[config.mk]
export PLATFORM = sky130hd
export DESIGN_NAME = scoreboard_top
export DESIGN_NICKNAME = d
export VERILOG_FILES = /design/src/design/sb_config_pkg.sv /design/src/design/sb_types_pkg.sv /design/src/design/issue_if.sv /design/src/design/completion_stage.sv /design/src/design/issue_stage.sv /design/src/design/lfsr.sv /design/src/design/scoreboard_top.sv /design/src/design/toggle_memory.sv /design/src/design/toggle_memory_set.sv
export SDC_FILE = /design/constraint.sdc
export NUM_CORES = 1
export LEC_CHECK = 0
export BUFFER_PORTS_ARGS = -buffer_cell sky130_fd_sc_hd__buf_2
export CAP_MARGIN = 20
export CELL_PAD_IN_SITES_DETAIL_PLACEMENT = 0
export CELL_PAD_IN_SITES_GLOBAL_PLACEMENT = 1
export CORE_UTILIZATION = 45
export DETAILED_ROUTE_END_ITERATION = 12
export HOLD_SLACK_MARGIN = 0.1
export PLACE_DENSITY_LB_ADDON = 0.1
export SYNTH_ARGS = -nofsm -noshare
export SYNTH_HDL_FRONTEND = slang
export SYNTH_SLANG_ARGS = --single-unit
[constraint.sdc]
create_clock -name clk -period 9.4 [get_ports clk]
set_clock_uncertainty 0.05 [all_clocks]
set_input_delay 0.94 -clock clk [delete_from_list [all_inputs] [get_ports clk]]
set_output_delay 0.94 -clock clk [all_outputs]
set_load 0.01 [all_outputs]
[src/design/sb_config_pkg.sv]
// Scoreboard configuration constants
// Register count, execution unit count, issue queue depth, unit latencies
`default_nettype none

package sb_config_pkg;

    // Architectural registers tracked by the scoreboard
    localparam int REG_COUNT = 32;

    // Fixed-latency execution units
    localparam int NUM_UNITS = 2;

    // Issue queue entries
    // Also the number of credits granted upstream after reset
    localparam int ISSUE_DEPTH = 4;

    // Cycles from issue to completion, indexed by unit number
    // Unit 0 is the short pipe, unit 1 the long one
    localparam int UNIT_LATENCY [NUM_UNITS] = '{1, 3};

endpackage

`default_nettype wire

[src/design/sb_types_pkg.sv]
// Scoreboard types
// Register, unit, queue pointer and queue count widths
// Post-reset clearing state encoding
`default_nettype none

package sb_types_pkg;

    // Architectural register index
    typedef logic [$clog2(sb_config_pkg::REG_COUNT)-1:0] reg_addr_t;

    // Execution unit number
    typedef logic [$clog2(sb_config_pkg::NUM_UNITS)-1:0] unit_id_t;

    // Issue queue read and write pointers
    typedef logic [$clog2(sb_config_pkg::ISSUE_DEPTH)-1:0] queue_ptr_t;

    // Queue occupancy, one extra bit so that a full queue fits
    typedef logic [$clog2(sb_config_pkg::ISSUE_DEPTH+1)-1:0] queue_cnt_t;

    // In-use memory clearing FSM
    typedef enum logic {
        CLEAR_RUN,
        CLEAR_DONE
    } clear_state_t;

endpackage

`default_nettype wire

[src/design/issue_if.sv]
// Issue bundle from the issue stage to the execution units
// No handshake, the units accept every cycle
`default_nettype none

interface issue_if;
    import sb_types_pkg::*;

    // Instruction issued this cycle
    logic      valid;
    // Destination register
    reg_addr_t rd;
    // Target execution unit
    unit_id_t  unit;
    // Destination is not x0, so completion must clear its in-use mark
    logic      writes_rd;

    // Issue stage side
    modport issuer (output valid, output rd, output unit, output writes_rd);

    // Execution unit side
    modport executor (input valid, input rd, input unit, input writes_rd);

endinterface

`default_nettype wire

[src/design/completion_stage.sv]
// Completion stage
// One fixed-latency shift pipeline per execution unit
// Completion toggles of the in-use memory and the registered retire report
`default_nettype none

module completion_stage #(
    parameter int NUM_UNITS = sb_config_pkg::NUM_UNITS
) (
    input  logic                    clk,
    input  logic                    arst_n,
    issue_if.executor               exe,
    output logic [NUM_UNITS-1:0]    unit_toggle,
    output sb_types_pkg::reg_addr_t unit_toggle_addr [NUM_UNITS],
    output logic [NUM_UNITS-1:0]    retire_valid,
    output sb_types_pkg::reg_addr_t retire_rd [NUM_UNITS]
);
    import sb_config_pkg::*;
    import sb_types_pkg::*;

    for (genvar u = 0; u < NUM_UNITS; u++) begin : unit_gen
        localparam int LAT = UNIT_LATENCY[u];

        // Stage 0 loads at the issue edge, last stage completes
        logic      stage_valid [LAT];
        reg_addr_t stage_rd    [LAT];
        logic      stage_wr    [LAT];
        logic      ret_valid;
        reg_addr_t ret_rd;

        always_ff @(posedge clk or negedge arst_n) begin
            if (!arst_n) begin
                for (int s = 0; s < LAT; s++) begin
                    stage_valid[s] <= 1'b0;
                end
                ret_valid <= 1'b0;
            end else begin
                stage_valid[0] <= exe.valid && (exe.unit == unit_id_t'(u));
                for (int s = 1; s < LAT; s++) begin
                    stage_valid[s] <= stage_valid[s-1];
                end
                ret_valid <= stage_valid[LAT-1];
            end
        end

        // Payload follows the valid bits
        always_ff @(posedge clk) begin
            stage_rd[0] <= exe.rd;
            stage_wr[0] <= exe.writes_rd;
            for (int s = 1; s < LAT; s++) begin
                stage_rd[s] <= stage_rd[s-1];
                stage_wr[s] <= stage_wr[s-1];
            end
            ret_rd <= stage_rd[LAT-1];
        end

        // Clear the mark at the completion edge, retire shows one cycle later
        assign unit_toggle[u]      = stage_valid[LAT-1] && stage_wr[LAT-1];
        assign unit_toggle_addr[u] = stage_rd[LAT-1];
        assign retire_valid[u]     = ret_valid;
        assign retire_rd[u]        = ret_rd;
    end

endmodule

`default_nettype wire

[src/design/issue_stage.sv]
// Issue stage
// Credit-managed circular instruction queue
// Hazard check of the queue head and in-order issue
`default_nettype none

module issue_stage #(
    parameter int QUEUE_DEPTH = sb_config_pkg::ISSUE_DEPTH
) (
    input  logic                    clk,
    input  logic                    arst_n,
    input  logic                    in_valid,
    input  sb_types_pkg::reg_addr_t in_rd,
    input  sb_types_pkg::reg_addr_t in_rs1,
    input  sb_types_pkg::reg_addr_t in_rs2,
    input  sb_types_pkg::unit_id_t  in_unit,
    output logic                    in_credit,
    input  logic                    ready,
    output sb_types_pkg::reg_addr_t head_addr [3],
    input  logic [2:0]              in_use,
    output logic                    issue_toggle,
    output sb_types_pkg::reg_addr_t issue_toggle_addr,
    issue_if.issuer                 iss
);
    import sb_types_pkg::*;

    // Queue payload
    reg_addr_t q_rd  [QUEUE_DEPTH];
    reg_addr_t q_rs1 [QUEUE_DEPTH];
    reg_addr_t q_rs2 [QUEUE_DEPTH];
    unit_id_t  q_unit [QUEUE_DEPTH];

    queue_ptr_t wr_ptr;
    queue_ptr_t rd_ptr;
    queue_cnt_t occupancy;
    reg_addr_t  head_rd;
    logic       issue;

    // Pointer advance with wrap at QUEUE_DEPTH
    function automatic queue_ptr_t next_ptr(input queue_ptr_t ptr);
        if (ptr == queue_ptr_t'(QUEUE_DEPTH - 1)) begin
            return '0;
        end
        return ptr + 1'b1;
    endfunction

    //////////////////////////////
    // Queue storage

    // Upstream only sends while it holds a credit, so no full check here
    always_ff @(posedge clk) begin
        if (in_valid) begin
            q_rd[wr_ptr]   <= in_rd;
            q_rs1[wr_ptr]  <= in_rs1;
            q_rs2[wr_ptr]  <= in_rs2;
            q_unit[wr_ptr] <= in_unit;
        end
    end

    always_ff @(posedge clk or negedge arst_n) begin
        if (!arst_n) begin
            wr_ptr    <= '0;
            rd_ptr    <= '0;
            occupancy <= '0;
        end else begin
            if (in_valid) begin
                wr_ptr <= next_ptr(wr_ptr);
            end
            if (issue) begin
                rd_ptr <= next_ptr(rd_ptr);
            end
            occupancy <= occupancy + queue_cnt_t'(in_valid) - queue_cnt_t'(issue);
        end
    end

    //////////////////////////////
    // Hazard check and issue

    assign head_rd = q_rd[rd_ptr];

    // Lookup order is rs1, rs2, rd
    assign head_addr[0] = q_rs1[rd_ptr];
    assign head_addr[1] = q_rs2[rd_ptr];
    assign head_addr[2] = head_rd;

    // Oldest entry goes when clearing is done and no operand is in use
    assign issue = ready && (occupancy != '0) && (in_use == 3'b000);

    // x0 is never marked in use
    assign issue_toggle      = issue && (head_rd != '0);
    assign issue_toggle_addr = head_rd;

    // One credit back per issued entry
    assign in_credit = issue;

    assign iss.valid     = issue;
    assign iss.rd        = head_rd;
    assign iss.unit      = q_unit[rd_ptr];
    assign iss.writes_rd = (head_rd != '0);

endmodule

`default_nettype wire

[src/design/lfsr.sv]
// Fibonacci LFSR with zero insertion
// Visits all 2^WIDTH values once per period, starting from zero
`default_nettype none

module lfsr #(
    parameter int WIDTH = 5
) (
    input  logic             clk,
    input  logic             arst_n,
    input  logic             en,
    output logic [WIDTH-1:0] value
);
    // Maximal-length tap masks for widths 2 to 8
    localparam logic [7:0] TAP_TABLE [2:8] = '{8'h03, 8'h06, 8'h0C, 8'h14, 8'h30, 8'h60, 8'hB8};
    localparam logic [WIDTH-1:0] TAPS = TAP_TABLE[WIDTH][WIDTH-1:0];

    logic feedback;

    // XOR of taps, inverted when all bits below the MSB are zero
    // This splices the all-zero state in between 10..0 and 0..01
    assign feedback = (^(value & TAPS)) ^ (value[WIDTH-2:0] == '0);

    always_ff @(posedge clk or negedge arst_n) begin
        if (!arst_n) begin
            value <= '0;
        end else if (en) begin
            value <= {value[WIDTH-2:0], feedback};
        end
    end

endmodule

`default_nettype wire

[src/design/scoreboard_top.sv]
// Scoreboard top level
// Issue stage, completion stage and the in-use memory bank
`default_nettype none

module scoreboard_top #(
    parameter int DEPTH       = sb_config_pkg::REG_COUNT,
    parameter int NUM_UNITS   = sb_config_pkg::NUM_UNITS,
    parameter int QUEUE_DEPTH = sb_config_pkg::ISSUE_DEPTH
) (
    input  logic                    clk,
    input  logic                    arst_n,
    input  logic                    in_valid,
    input  sb_types_pkg::reg_addr_t in_rd,
    input  sb_types_pkg::reg_addr_t in_rs1,
    input  sb_types_pkg::reg_addr_t in_rs2,
    input  sb_types_pkg::unit_id_t  in_unit,
    output logic                    in_credit,
    output logic [NUM_UNITS-1:0]    retire_valid,
    output sb_types_pkg::reg_addr_t retire_rd [NUM_UNITS],
    output logic                    init_done
);
    import sb_types_pkg::*;

    // Write port 0 is issue, ports 1 and up are the units
    localparam int NUM_WRITE = NUM_UNITS + 1;

    logic                 ready;
    reg_addr_t            head_addr [3];
    logic [2:0]           in_use;
    logic                 issue_toggle;
    reg_addr_t            issue_toggle_addr;
    logic [NUM_UNITS-1:0] unit_toggle;
    reg_addr_t            unit_toggle_addr [NUM_UNITS];
    logic [NUM_WRITE-1:0] all_toggle;
    reg_addr_t            all_toggle_addr [NUM_WRITE];

    issue_if iss_bus ();

    assign all_toggle = {unit_toggle, issue_toggle};

    always_comb begin
        all_toggle_addr[0] = issue_toggle_addr;
        for (int u = 0; u < NUM_UNITS; u++) begin
            all_toggle_addr[u+1] = unit_toggle_addr[u];
        end
    end

    assign init_done = ready;

    issue_stage #(
        .QUEUE_DEPTH (QUEUE_DEPTH)
    ) issue0 (
        .clk               (clk),
        .arst_n            (arst_n),
        .in_valid          (in_valid),
        .in_rd             (in_rd),
        .in_rs1            (in_rs1),
        .in_rs2            (in_rs2),
        .in_unit           (in_unit),
        .in_credit         (in_credit),
        .ready             (ready),
        .head_addr         (head_addr),
        .in_use            (in_use),
        .issue_toggle      (issue_toggle),
        .issue_toggle_addr (issue_toggle_addr),
        .iss               (iss_bus.issuer)
    );

    completion_stage #(
        .NUM_UNITS (NUM_UNITS)
    ) completion0 (
        .clk              (clk),
        .arst_n           (arst_n),
        .exe              (iss_bus.executor),
        .unit_toggle      (unit_toggle),
        .unit_toggle_addr (unit_toggle_addr),
        .retire_valid     (retire_valid),
        .retire_rd        (retire_rd)
    );

    toggle_memory_set #(
        .DEPTH     (DEPTH),
        .NUM_WRITE (NUM_WRITE)
    ) in_use_mem (
        .clk         (clk),
        .arst_n      (arst_n),
        .toggle      (all_toggle),
        .toggle_addr (all_toggle_addr),
        .read_addr   (head_addr),
        .in_use      (in_use),
        .ready       (ready)
    );

endmodule

`default_nettype wire

[src/design/toggle_memory.sv]
// Single-bit toggle memory
// One flip write port, NUM_READ combinational read ports
`default_nettype none

module toggle_memory #(
    parameter int DEPTH    = 32,
    parameter int NUM_READ = 4
) (
    input  logic                    clk,
    input  logic                    toggle,
    input  sb_types_pkg::reg_addr_t toggle_addr,
    input  sb_types_pkg::reg_addr_t read_addr [NUM_READ],
    output logic [NUM_READ-1:0]     read_data
);
    // One flip bit per register, cleared by the walk after reset
    logic [DEPTH-1:0] flip_bits;

    // A write inverts the addressed bit
    always_ff @(posedge clk) begin
        if (toggle) begin
            flip_bits[toggle_addr] <= ~flip_bits[toggle_addr];
        end
    end

    // Reads see the current contents, no read latency
    always_comb begin
        for (int r = 0; r < NUM_READ; r++) begin
            read_data[r] = flip_bits[read_addr[r]];
        end
    end

endmodule

`default_nettype wire

[src/design/toggle_memory_set.sv]
// Bank of toggle memories, one per write port plus one for clearing
// In-use lookup for three addresses as the XOR over all copies
// Post-reset clearing FSM driven by an LFSR walk
`default_nettype none

module toggle_memory_set #(
    parameter int DEPTH     = 32,
    parameter int NUM_WRITE = 3
) (
    input  logic                    clk,
    input  logic                    arst_n,
    input  logic [NUM_WRITE-1:0]    toggle,
    input  sb_types_pkg::reg_addr_t toggle_addr [NUM_WRITE],
    input  sb_types_pkg::reg_addr_t read_addr [3],
    output logic [2:0]              in_use,
    output logic                    ready
);
    import sb_types_pkg::*;

    // Three lookup ports plus the clearing port
    localparam int NUM_READ = 3;

    // Last LFSR value before it wraps back to zero, only the MSB set
    // Requires DEPTH to be a power of two
    localparam reg_addr_t LAST_INDEX = reg_addr_t'(DEPTH / 2);

    clear_state_t state;
    logic         clearing;
    reg_addr_t    clear_index;

    // Port arrays including the extra clearing ports
    logic [NUM_WRITE:0]  mem_toggle;
    reg_addr_t           mem_addr      [NUM_WRITE+1];
    reg_addr_t           mem_read_addr [NUM_READ+1];
    logic [NUM_READ:0]   read_data     [NUM_WRITE+1];
    logic [NUM_READ:0]   read_in_use;

    //////////////////////////////
    // Clearing walk

    assign clearing = (state == CLEAR_RUN);

    // Unordered index, every register visited once in DEPTH steps
    lfsr #(
        .WIDTH ($clog2(DEPTH))
    ) clear_lfsr (
        .clk    (clk),
        .arst_n (arst_n),
        .en     (clearing),
        .value  (clear_index)
    );

    // Run for exactly DEPTH cycles, then stay done until the next reset
    always_ff @(posedge clk or negedge arst_n) begin
        if (!arst_n) begin
            state <= CLEAR_RUN;
        end else if (clearing && (clear_index == LAST_INDEX)) begin
            state <= CLEAR_DONE;
        end
    end

    assign ready = (state == CLEAR_DONE);

    //////////////////////////////
    // Port muxing

    always_comb begin
        mem_toggle[NUM_WRITE-1:0] = toggle;
        for (int w = 0; w < NUM_WRITE; w++) begin
            mem_addr[w] = toggle_addr[w];
        end
        for (int r = 0; r < NUM_READ; r++) begin
            mem_read_addr[r] = read_addr[r];
        end
        // Clearing flips only entries that currently read in use
        mem_toggle[NUM_WRITE]  = clearing && read_in_use[NUM_READ];
        mem_addr[NUM_WRITE]    = clear_index;
        mem_read_addr[NUM_READ] = clear_index;
    end

    //////////////////////////////
    // Memories and in-use

    for (genvar w = 0; w <= NUM_WRITE; w++) begin : mem_gen
        toggle_memory #(
            .DEPTH    (DEPTH),
            .NUM_READ (NUM_READ + 1)
        ) mem (
            .clk         (clk),
            .toggle      (mem_toggle[w]),
            .toggle_addr (mem_addr[w]),
            .read_addr   (mem_read_addr),
            .read_data   (read_data[w])
        );
    end

    // A register is in use when its copies disagree in parity
    always_comb begin
        read_in_use = '0;
        for (int w = 0; w <= NUM_WRITE; w++) begin
            read_in_use ^= read_data[w];
        end
    end

    assign in_use = read_in_use[NUM_READ-1:0];

endmodule

`default_nettype wire

### After elaboration in Yosys (flattened, before gate mapping)

Memories as Yosys holds them, arrays and structs flattened.
Index checks and enable logic that the tools add are counted.
Widths: inputs -> output; s select.

| operators by class | value |
|---|---|
| magnitude comparators | 10 |
| shifts and indexed selects | 0 |
| bitwise operators | 10 |
| reductions and logical operators | 18 |
| divide/modulo/power cells | 0 |
| muxes and demuxes | 58 |
| equality and inequality tests | 3 |
| add/subtract/negate cells | 4 |
| multipliers | 0 |

Operator list:

| cell | count |
|---|---|
| $bwmux 32 | 4 |
| $bmux 1 s5 | 18 |
| $lt 5x6->1 const B | 6 |
| $mux 1 | 28 |
| $demux 1 s5 | 4 |
| $ge 5x1->1 const B | 4 |
| $logic_and 1x1->1 | 13 |
| $xor 4x4->4 | 3 |
| $mux 2 | 4 |
| $not 1->1 | 6 |
| $eq 5x5->1 const B | 1 |
| $reduce_bool 5->1 | 1 |
| $reduce_xor 5->1 | 1 |
| $add 2x1->2 const B | 2 |
| $eq 2x2->1 const B | 2 |
| $logic_not 4->1 | 1 |
| $add 3x1->3 | 1 |
| $logic_not 3->1 | 1 |
| $reduce_bool 3->1 | 1 |
| $sub 3x1->3 | 1 |
| $xor 1x1->1 | 1 |

| word-level totals | value |
|---|---|
| latch bits | 0 |
| input port bits | 19 |
| bits in registers | 157 |
| memories | 8 |
| logic and storage cells | 128 |
| output and inout port bits | 14 |
| bits in read-only memories | 0 |
| RAM bits | 88 |

Memory list:

| memory | depth | width | read ports | clocked after memory_dff | write ports | RTL line | text |
|---|---|---|---|---|---|---|---|
| issue0.q_rd | 4 | 5 | 1 | 0 | 1 | issue_stage.sv:27 | `reg_addr_t q_rd [QUEUE_DEPTH];` |
| issue0.q_rs1 | 4 | 5 | 1 | 0 | 1 | issue_stage.sv:28 | `reg_addr_t q_rs1 [QUEUE_DEPTH];` |
| issue0.q_rs2 | 4 | 5 | 1 | 0 | 1 | issue_stage.sv:29 | `reg_addr_t q_rs2 [QUEUE_DEPTH];` |
| completion0.unit_gen[1].stage_rd | 3 | 5 | 3 | 0 | 3 | completion_stage.sv:25 | `reg_addr_t stage_rd [LAT];` |
| completion0.unit_gen[0].stage_rd | 1 | 5 | 1 | 0 | 1 | completion_stage.sv:25 |  |
| issue0.q_unit | 4 | 1 | 1 | 0 | 1 | issue_stage.sv:30 | `unit_id_t q_unit [QUEUE_DEPTH];` |
| 2 more memories | -- | -- | -- | -- | -- | -- |  |

### Longest topological paths before layout

Gate-level depths: netlist of the first run.
An unclocked memory read counts as a cell.

| logic depth | value |
|---|---|
| depth after elaboration | 10 |
| depth in mapped cells | 21 |
| gate-level depth less buffers | 18 |

### Cells and area by module

A second synthesis of the first run with hierarchy kept.

| unflattened totals | value |
|---|---|
| cells, all modules | 1235 |
| area total of the unflattened synthesis | 14411.3 µm² |

Modules (own cells, without submodules):

| module | seq. area each (µm²) | area an instance (µm²) | cells an instance | times used |
|---|---|---|---|---|
| toggle_memory | 960.9 | 2635.0 | 257 | 4 |
| issue_stage | 2097.0 | 2846.5 | 136 | 1 |
| completion_stage | 610.6 | 654.4 | 35 | 1 |
| lfsr | 125.1 | 219.0 | 18 | 1 |
| toggle_memory_set | 25.0 | 151.4 | 18 | 1 |

### Worst setup path before layout of the first run

OpenSTA, ideal clock, no wires.

| timing path | value |
|---|---|
| path type | flip-flop to flip-flop |
| from | reg issue0.rd_ptr[1] |
| to | reg issue0.occupancy[2] |
| required time | 9.227 ns |
| clock period less this slack | 4.455 ns |
| buffers on the path | 2 |
| arrival | 4.283 ns |
| path slack | 4.945 ns |
| stages on the path, launching flop included | 20 |
| library setup time | 0.123 ns |
| cells stage by stage | dfrtp_1 > buf_6 > mux2_2 > o21ai_2 > inv_2 > buf_6 > mux2i_1 > mux2i_1 > o22ai_1 > or4_1 > xnor2_1 > nor2_1 > and4bb_4 > o21ai_4 > inv_2 > ha_1 > inv_1 > ha_1 > fa_1 > xnor2_1 |

| on the way | value |
|---|---|
| longest elaborated chain between the ends | 9 |
| elaborated cells on any way between the ends | 33 |
| those cells by class | add/sub: 1; mux: 24; bitwise: 3; reduce/logical: 2; memory: 3 |

Ends and longest elaborated chain:

| item | RTL line | text |
|---|---|---|
| from (decl) | issue_stage.sv:33 | `queue_ptr_t rd_ptr;` |
| from (signal assigned) | issue_stage.sv:69 | `rd_ptr <= next_ptr(rd_ptr);` |
| $mem_v2 4x5, on equally long branches | -- |  |
| $bmux 1 s5 | toggle_memory.sv:28 | `read_data[r] = flip_bits[read_addr[r]];` |
| $mux 1 (not written as such) | toggle_memory.sv:28 |  |
| $xor 4x4->4 (2 in series) | toggle_memory_set.sv:101 | `read_in_use ^= read_data[w];` |
| $xor 4x4->4 * | toggle_memory_set.sv:101 |  |
| $logic_not 3->1 * | issue_stage.sv:86 | `assign issue = ready && (occupancy != '0) && (in_use == 3'b000);` |
| $logic_and 1x1->1 * | issue_stage.sv:86 |  |
| named net in_credit | scoreboard_top.sv:17 | `output logic in_credit,` |
| $sub 3x1->3 * | issue_stage.sv:71 | `occupancy <= occupancy + queue_cnt_t'(in_valid) - queue_cnt_t'(issue);` |
| to (signal assigned) | issue_stage.sv:71 |  |
| to (decl) | issue_stage.sv:34 | `queue_cnt_t occupancy;` |

Mark *: on every way through the listed nets, which the timed path passes. The rest lies on a longest branch. The select of a mux whose other input is x is not followed.
A chain may end at the register's enable or synchronous reset.

### Final worst setup path of the first run

| timing path | value |
|---|---|
| from | reg issue0.rd_ptr[1] |
| to | out in_credit |

| on the way | value |
|---|---|
| longest elaborated chain between the ends | 8 |
| elaborated cells on any way between the ends | 32 |
| those cells by class | mux: 24; bitwise: 3; reduce/logical: 2; memory: 3 |

Ends and longest elaborated chain:

| item | RTL line |
|---|---|
| $mem_v2 4x5, on equally long branches | -- |
| $bmux 1 s5 | toggle_memory.sv:28 |
| $mux 1 (not written as such) | toggle_memory.sv:28 |
| $xor 4x4->4 (2 in series) | toggle_memory_set.sv:101 |
| $xor 4x4->4 * | toggle_memory_set.sv:101 |
| $logic_not 3->1 * | issue_stage.sv:86 |
| $logic_and 1x1->1 * | issue_stage.sv:86 |
| to (decl) | scoreboard_top.sv:17 |

Every way passes the cells marked *; elsewhere a longest branch is shown, timed or not. The select of a mux whose other input is x is not followed.

==> results.toml, run 1 <==
[timing]
fmax_ghz = 0.142
period_share = 0.748
slew_headroom = 0.330
finalSetupTns_ns = 0
worst_slack_ns = 2.37
slew_viol_final = 0
rsz0062_at_grt = "false"
setup_violations = 0
worstMarginPinSlew_ns = 1.01
hold_viol = 0
period_needed_ns = 7.03
whs_ns = 0.281

[clocking]
cts_buffers = 26
htreeDepth = 1
cts_tree = "yes"
post-cts-setup-buffers = 0
clk_path_buf_depth = 3
clk_latency_ns = 0.54
cts_root_buf = "clkbuf_16"
hold_buffers = 0
clkSlewWorstSetupHoldPaths_ns = 0.06
clock_sinks = 234
cts_resized = 0

[drt]
ant_nets = 0
wire_per_inst_um = 25.9
drc = 0
routed-via-count = 8874
dr.pass1.iters = 5
post_drt_via_cell_ratio = 6.28
drtIter0Drc = 896
drt-total-wl_um = 36600

[grt]
overflow = 0
grt_pass1_vias = 8607
grt_start_max_net_pins = 55
antenna_found_initial = 0
track_usage = 0.242
grt_pass1_wl_um = 55900

[power_and_ir_drop]
switching_power_mw = 2.16
powerDensity_nw_per_um2 = 363
power.share.switching = 0.404
power.leakage_nw = 5.17
ir_worst_vdd_uv = 307
p_int_mw = 3.18
pwr-share-comb = 0.503
pwr-share-seq = 0.296
clock_power_share = 0.200

[final_layout]
fill_cells = 2546
layout-drive-gt1-share = 0.192
diodes = 0
final_nets = 1036
area_growth_pct = 9.18
fin_area_um2 = 14700

[die]
initial_utilization = 0.463
die-area_um2 = 30600
ios = 33
fp.dieH_um = 175
fp.dieW_um = 175
rows = 62
core_um2 = 29100

[logic_synthesis]
ys_ff_latch = 234
synthCells = 1012
netlist_area_um2 = 13500
ys_seq_area_frac = 0.498
synth_cell_types = 61
syn_avg_cell_area_um2 = 13.3
synth-main-ff-cell = "edfxtp_1"
synth-warning-count = 0
synthesis.nets = 1039
synth_edf_count = 192
postSynth.asyncResetShare = 0.0812

[job]
cap_violations = 0

[critical_path]
worstSetupEndpointType = "primary output"
crit_arrival_ns = 6.04
critical_path_required_ns = 8.41
start_kind = "flop"
path_max_fanout = 41
worstSetupPathType = "flop to primary output"
r2r_start = "issue0.rd_ptr[1]"
setup.worst_path.start = "issue0.rd_ptr[1]"

[placement]
dpl_cell_area_um2 = 13800
hpwl_um = 24600
place.gp.congestion = 0.814
io_buffer_count = 32
dp_worst_setup_slack_ns = 2.91

[hold_path]
hold_class = "flop to flop"
min-delay-start = "completion0.unit_gen[1].stage_wr[0][1]"

[status]
outcome = "finished clean"
==> cell type report <==
| type | instances | area, µm² | area share |
|---|---|---|---|
| clock buffers | 35 | 757 | 0.0515 |
| well taps | 384 | 480 | 0.0327 |
| flip-flops and latches | 234 | 6700 | 0.456 |
| repair buffers | 42 | 235 | 0.0160 |
| inverters | 15 | 57.6 | 0.00392 |
| multi-input cells | 690 | 6310 | 0.430 |
| clock inverters | 13 | 149 | 0.0101 |
==> layout by cell type, fill, tap and decap left out, types with 10 or more instances in the layout <==
cell type and instances:
nand3_1 11, buf_4 10, edfxtp_1 192, nor4_1 35, buf_2 32, nor2_1 130
clkbuf_16 28, nand2_1 41, dfrtp_1 18, mux4_2 90, mux2_2 11, and2_1 11
nor2b_1 16, o22ai_1 26, a22oi_1 33, mux2i_1 171, dfxtp_1 23, inv_1 13
xnor2_1 10
==> power groups by stage <==
stage	Sequential (mW)	Combinational, mW	Clock [mW]
2_1_floorplan	1.54	2.12	0
3_3_place_gp	1.60	2.68	0
3_5_place_dp	1.60	2.69	0
4_1_cts	1.58	2.70	1.09
5_1_grt	1.60	2.92	1.13
6_report	1.58	2.69	1.07
==> critical path, stage by stage (launching register included) <==
cell and delay (ns):
dfrtp_1 0.32, buf_4 0.29, mux2_2 0.38, o21ai_2 0.62
clkinv_2 0.82, buf_4 0.59, mux2i_1 0.19, mux2i_1 0.15
o32ai_1 0.11, or4_1 0.54, buf_4 0.25, xnor2_1 0.25
nor2_1 0.06, and4bb_4 0.34, o21ai_4 0.21, inv_2 0.19
buf_2 0.16
==> state kept, by name, indices dropped and copies added (netlist names) <==
signal                            count
issue0.q_rs2                         20
issue0.wr_ptr                         2
issue0.q_rd                          20
in_use_mem.clear_lfsr.value           5
in_use_mem.ready                      1
issue0.q_rs1                         20
in_use_mem.mem_gen.mem.flip_bits    128
issue0.occupancy                      3
completion0.unit_gen.ret_valid        2
issue0.q_unit                         4
completion0.unit_gen.ret_rd           9
completion0.unit_gen.stage_valid      4
completion0.unit_gen.stage_wr         3
completion0.unit_gen.stage_rd        11
issue0.rd_ptr                         2
==> logic make-up (layout without fill, tap and decap cells) <==
logic type | after synthesis | count (layout) | share of synthesized area
other | 1 | 1 | 0.000279
adder cells (fa/ha/maj) | 8 | 8 | 0.00800
AO/OA/AOI/OAI | 92 | 92 | 0.0483
AND/OR/NAND/NOR | 300 | 300 | 0.111
multiplexers | 276 | 276 | 0.292
buffers and inverters | 88 | 105 | 0.0333
flip-flops | 234 | 234 | 0.498
XOR/XNOR | 13 | 13 | 0.00948
==> routing by layer <==
layer | global-route usage | vias to the layer above | wire length, µm
met5 | 0 | - | 0
met2 | 0.372 | 301 | 16700
li1 | - | 3970 | -
met1 | 0.368 | 4554 | 17100
met4 | 0.0536 | 0 | 740
met3 | 0.0292 | 49 | 2080
==> metrics by stage <==
step,cells,total power [mW],util
2_1_floorplan,1012,3.66,-
3_3_place_gp,1365,4.28,0.474
3_5_place_dp,1365,4.30,0.474
4_1_cts,1413,5.37,0.505
5_1_grt,1413,5.65,0.505
6_report,1413,5.34,0.505
==> path summary, 6_finish.rpt <==
path | endpoint | cells past startpoint | slack, ns
max reg2reg | issue0.occupancy[2] | 20 | 2.90
min reg2reg | completion0.unit_gen[1].stage_wr[0][2] | 0 | 0.28
max | in_credit | 16 | 2.37
min | completion0.unit_gen[1].stage_wr[0][2] | 0 | 0.28
max in group asynchronous | in_use_mem.clear_lfsr.value[0] | 1 | 8.67
min in group asynchronous | in_use_mem.clear_lfsr.value[4] | 1 | 0.30
==> synth_stat cells (all sizes together), types with 19 or more instances <==
cell / instances / share of area
edfxtp: 192 / 0.43
mux2i: 171 / 0.13
nor2: 130 / 0.036
mux4: 91 / 0.15
buf: 47 / 0.022
nand2: 41 / 0.011
nor4: 36 / 0.017
a22oi: 33 / 0.018
clkbuf: 26 / 0.0073
o22ai: 26 / 0.012
dfxtp: 23 / 0.034
dfrtp: 19 / 0.035
Power figures use the tool's default switching activity.
==> run 2: changes to the inputs <==
Clock period 9.4 ns to 6.9 ns, I/O delays scaled along.
==> results.toml, run 2 (synthesized netlist as in run 1, its figures left out) <==
[critical_path]
critical_path_required_ns = 6.16
r2r_slack_ns = 1.35
cp.buffers_inverters = 5
crit_path_top_delay_cell = "nor4_1"
r2r_start = "issue0.rd_ptr[1]"
path_max_fanout = 33
start_kind = "flop"
path_cells = "buf_4 > mux2_2 > o21ai_2 > clkinv_2 > buf_4 > mux2i_1 > mux2i_1 > o32ai_1 > nor4_1 > xnor2_1 > nor2_1 > and4bb_4 > o21ai_4 > inv_2 > buf_2"
worstSetupEndpointType = "primary output"
cp_slowest_stage_delay_ns = 0.56
worstSetupPathType = "flop to primary output"
crit_arrival_ns = 5.10
r2r_end = "issue0.occupancy[2]"
setup.worst_path.start = "issue0.rd_ptr[1]"
reg2reg_depth = 19
cp_top_family = "buffers and inverters"

[die]
fp.dieH_um = 175
initial_utilization = 0.463
ios = 33
fp.dieW_um = 175
core_um2 = 29100
die-area_um2 = 30600
rows = 62

[clocking]
cts_tree = "yes"
cts_buffers = 27
clk_latency_ns = 0.56
cts_root_buf = "clkbuf_16"
clk_path_buf_depth = 3
clkSlewWorstSetupHoldPaths_ns = 0.06
htreeDepth = 1
clock_sinks = 234
post-cts-setup-buffers = 0

[placement]
hpwl_um = 25100
dpl_cell_area_um2 = 13800
io_buffer_count = 32
dp_worst_setup_slack_ns = 1.39
place.gp.congestion = 0.817

[timing]
finalSetupTns_ns = 0
fmax_ghz = 0.171
worstMarginPinSlew_ns = 1.01
slew_viol_final = 0
hold_viol = 0
rsz0062_at_grt = "false"
setup_violations = 0
slew_headroom = 0.330
period_share = 0.846
period_needed_ns = 5.84
worst_slack_ns = 1.06

[final_layout]
largest-register = "in_use_mem.mem_gen.mem.flip_bits"
seq_area_um2 = 6700
diodes = 0
largest_reg_flops = 128
layout-drive-gt1-share = 0.191
fin_area_um2 = 14700
area_growth_pct = 9.00
layout_common_cells = "192 x edfxtp_1, 171 x mux2i_1, 130 x nor2_1"
finalCoreUtilization = 0.504
multi_input_area_um2 = 6310
final_nets = 1041
fill_cells = 2588
final_common_cell = "edfxtp_1"

[grt]
grt_start_max_net_pins = 55
grt_pass1_wl_um = 55600
overflow = 0
antenna_found_initial = 0
grt_pass1_vias = 8773
track_usage = 0.241

[job]
cap_violations = 0

[power_and_ir_drop]
powerDensity_nw_per_um2 = 493
power.leakage_nw = 5.17
ir_worst_vdd_uv = 516
power_mw = 7.23

[drt]
post_drt_via_cell_ratio = 6.35
drt-total-wl_um = 36600
drc = 0
ant_nets = 0
wire_per_inst_um = 25.8
drtIter0Drc = 915
routed-via-count = 9005
dr.pass1.iters = 6

[status]
outcome = "finished clean"

[hold_path]
hold_end = "completion0.unit_gen[1].stage_wr[0][2]"
hold_path_depth = 0
min-delay-start = "completion0.unit_gen[1].stage_wr[0][1]"
hold_class = "flop to flop"
[run 2: cell types whose count changed in the layout (fill, tap and decap cells not counted), moves of 2 or more]
| cell | before | now |
|---|---|---|
| buf_4 | 10 | 12 |
| clkinvlp_4 | 3 | 1 |
| clkinv_2 | 5 | 8 |
| bufinv_16 | 3 | 1 |
| clkbuf_1 | 4 | 7 |
| clkinv_1 | 2 | 4 |
[run 2: what timing repair did]
| item | 4_1_cts | 5_1_grt |
|---|---|---|
| endpoints found under the hold margin | 19 | 0 |
| gates resized for setup | 0 | 0 |
| hold buffers | 1 | 0 |
[run 2: cell type report]
type	instances	area share
Inverter	15	0.00392
Timing Repair Buffer	46	0.0191
Sequential cell	234	0.457
Multi-Input combinational cell	690	0.430
Clock buffer	36	0.0497
Clock inverter	14	0.00734
Tap cell	384	0.0328
[run 2: where the power goes]
| part | internal, mW | total (mW) | switching [mW] |
|---|---|---|---|
| clock network | 0.781 | 1.37 | 0.585 |
| registers | 1.98 | 2.18 | 0.194 |
| logic | 1.49 | 3.69 | 2.20 |
| total | 4.25 | 7.23 | 2.98 |
[run 2: through the flow]
step	hold WS (ns)	cells
after floorplan	0.260	1012
after detailed placement	0.268	1368
after global routing	0.283	1419
final	0.279	1419
after CTS	0.276	1419
after global placement	0.262	1368
[run 2: how the worst max path moves through the flow]
| stage | end | slack [ns] | depth (start not counted) |
|---|---|---|---|
| after global routing | in_credit | 0.81 | 12 |
| after global placement | issue0.occupancy[2] | 1.40 | 19 |
| final | in_credit | 1.06 | 15 |
| after CTS | in_credit | 1.08 | 15 |
| after floorplan | issue0.occupancy[2] | 2.44 | 19 |
| after detailed placement | issue0.occupancy[2] | 1.39 | 19 |
[run 2: layer usage]
layer  wire, µm  up-vias  track usage
met5          0        -            0
met4        789        0       0.0543
met3       2240       50       0.0320
met2      17100      339        0.386
met1      16400     4636        0.351
li1           -     3980            -
[run 2: worst register-to-register path, delay by kind of cell (launching register included)]
kind	cells	cell delay, ns
AOI/OAI and AO/OA	3	0.61
xor gates and xnor gates	2	0.34
adders and majority gates	3	0.88
buffers and inverters	5	1.34
DFF	1	0.53
muxes	3	0.77
and+or+nand+nor	3	0.93
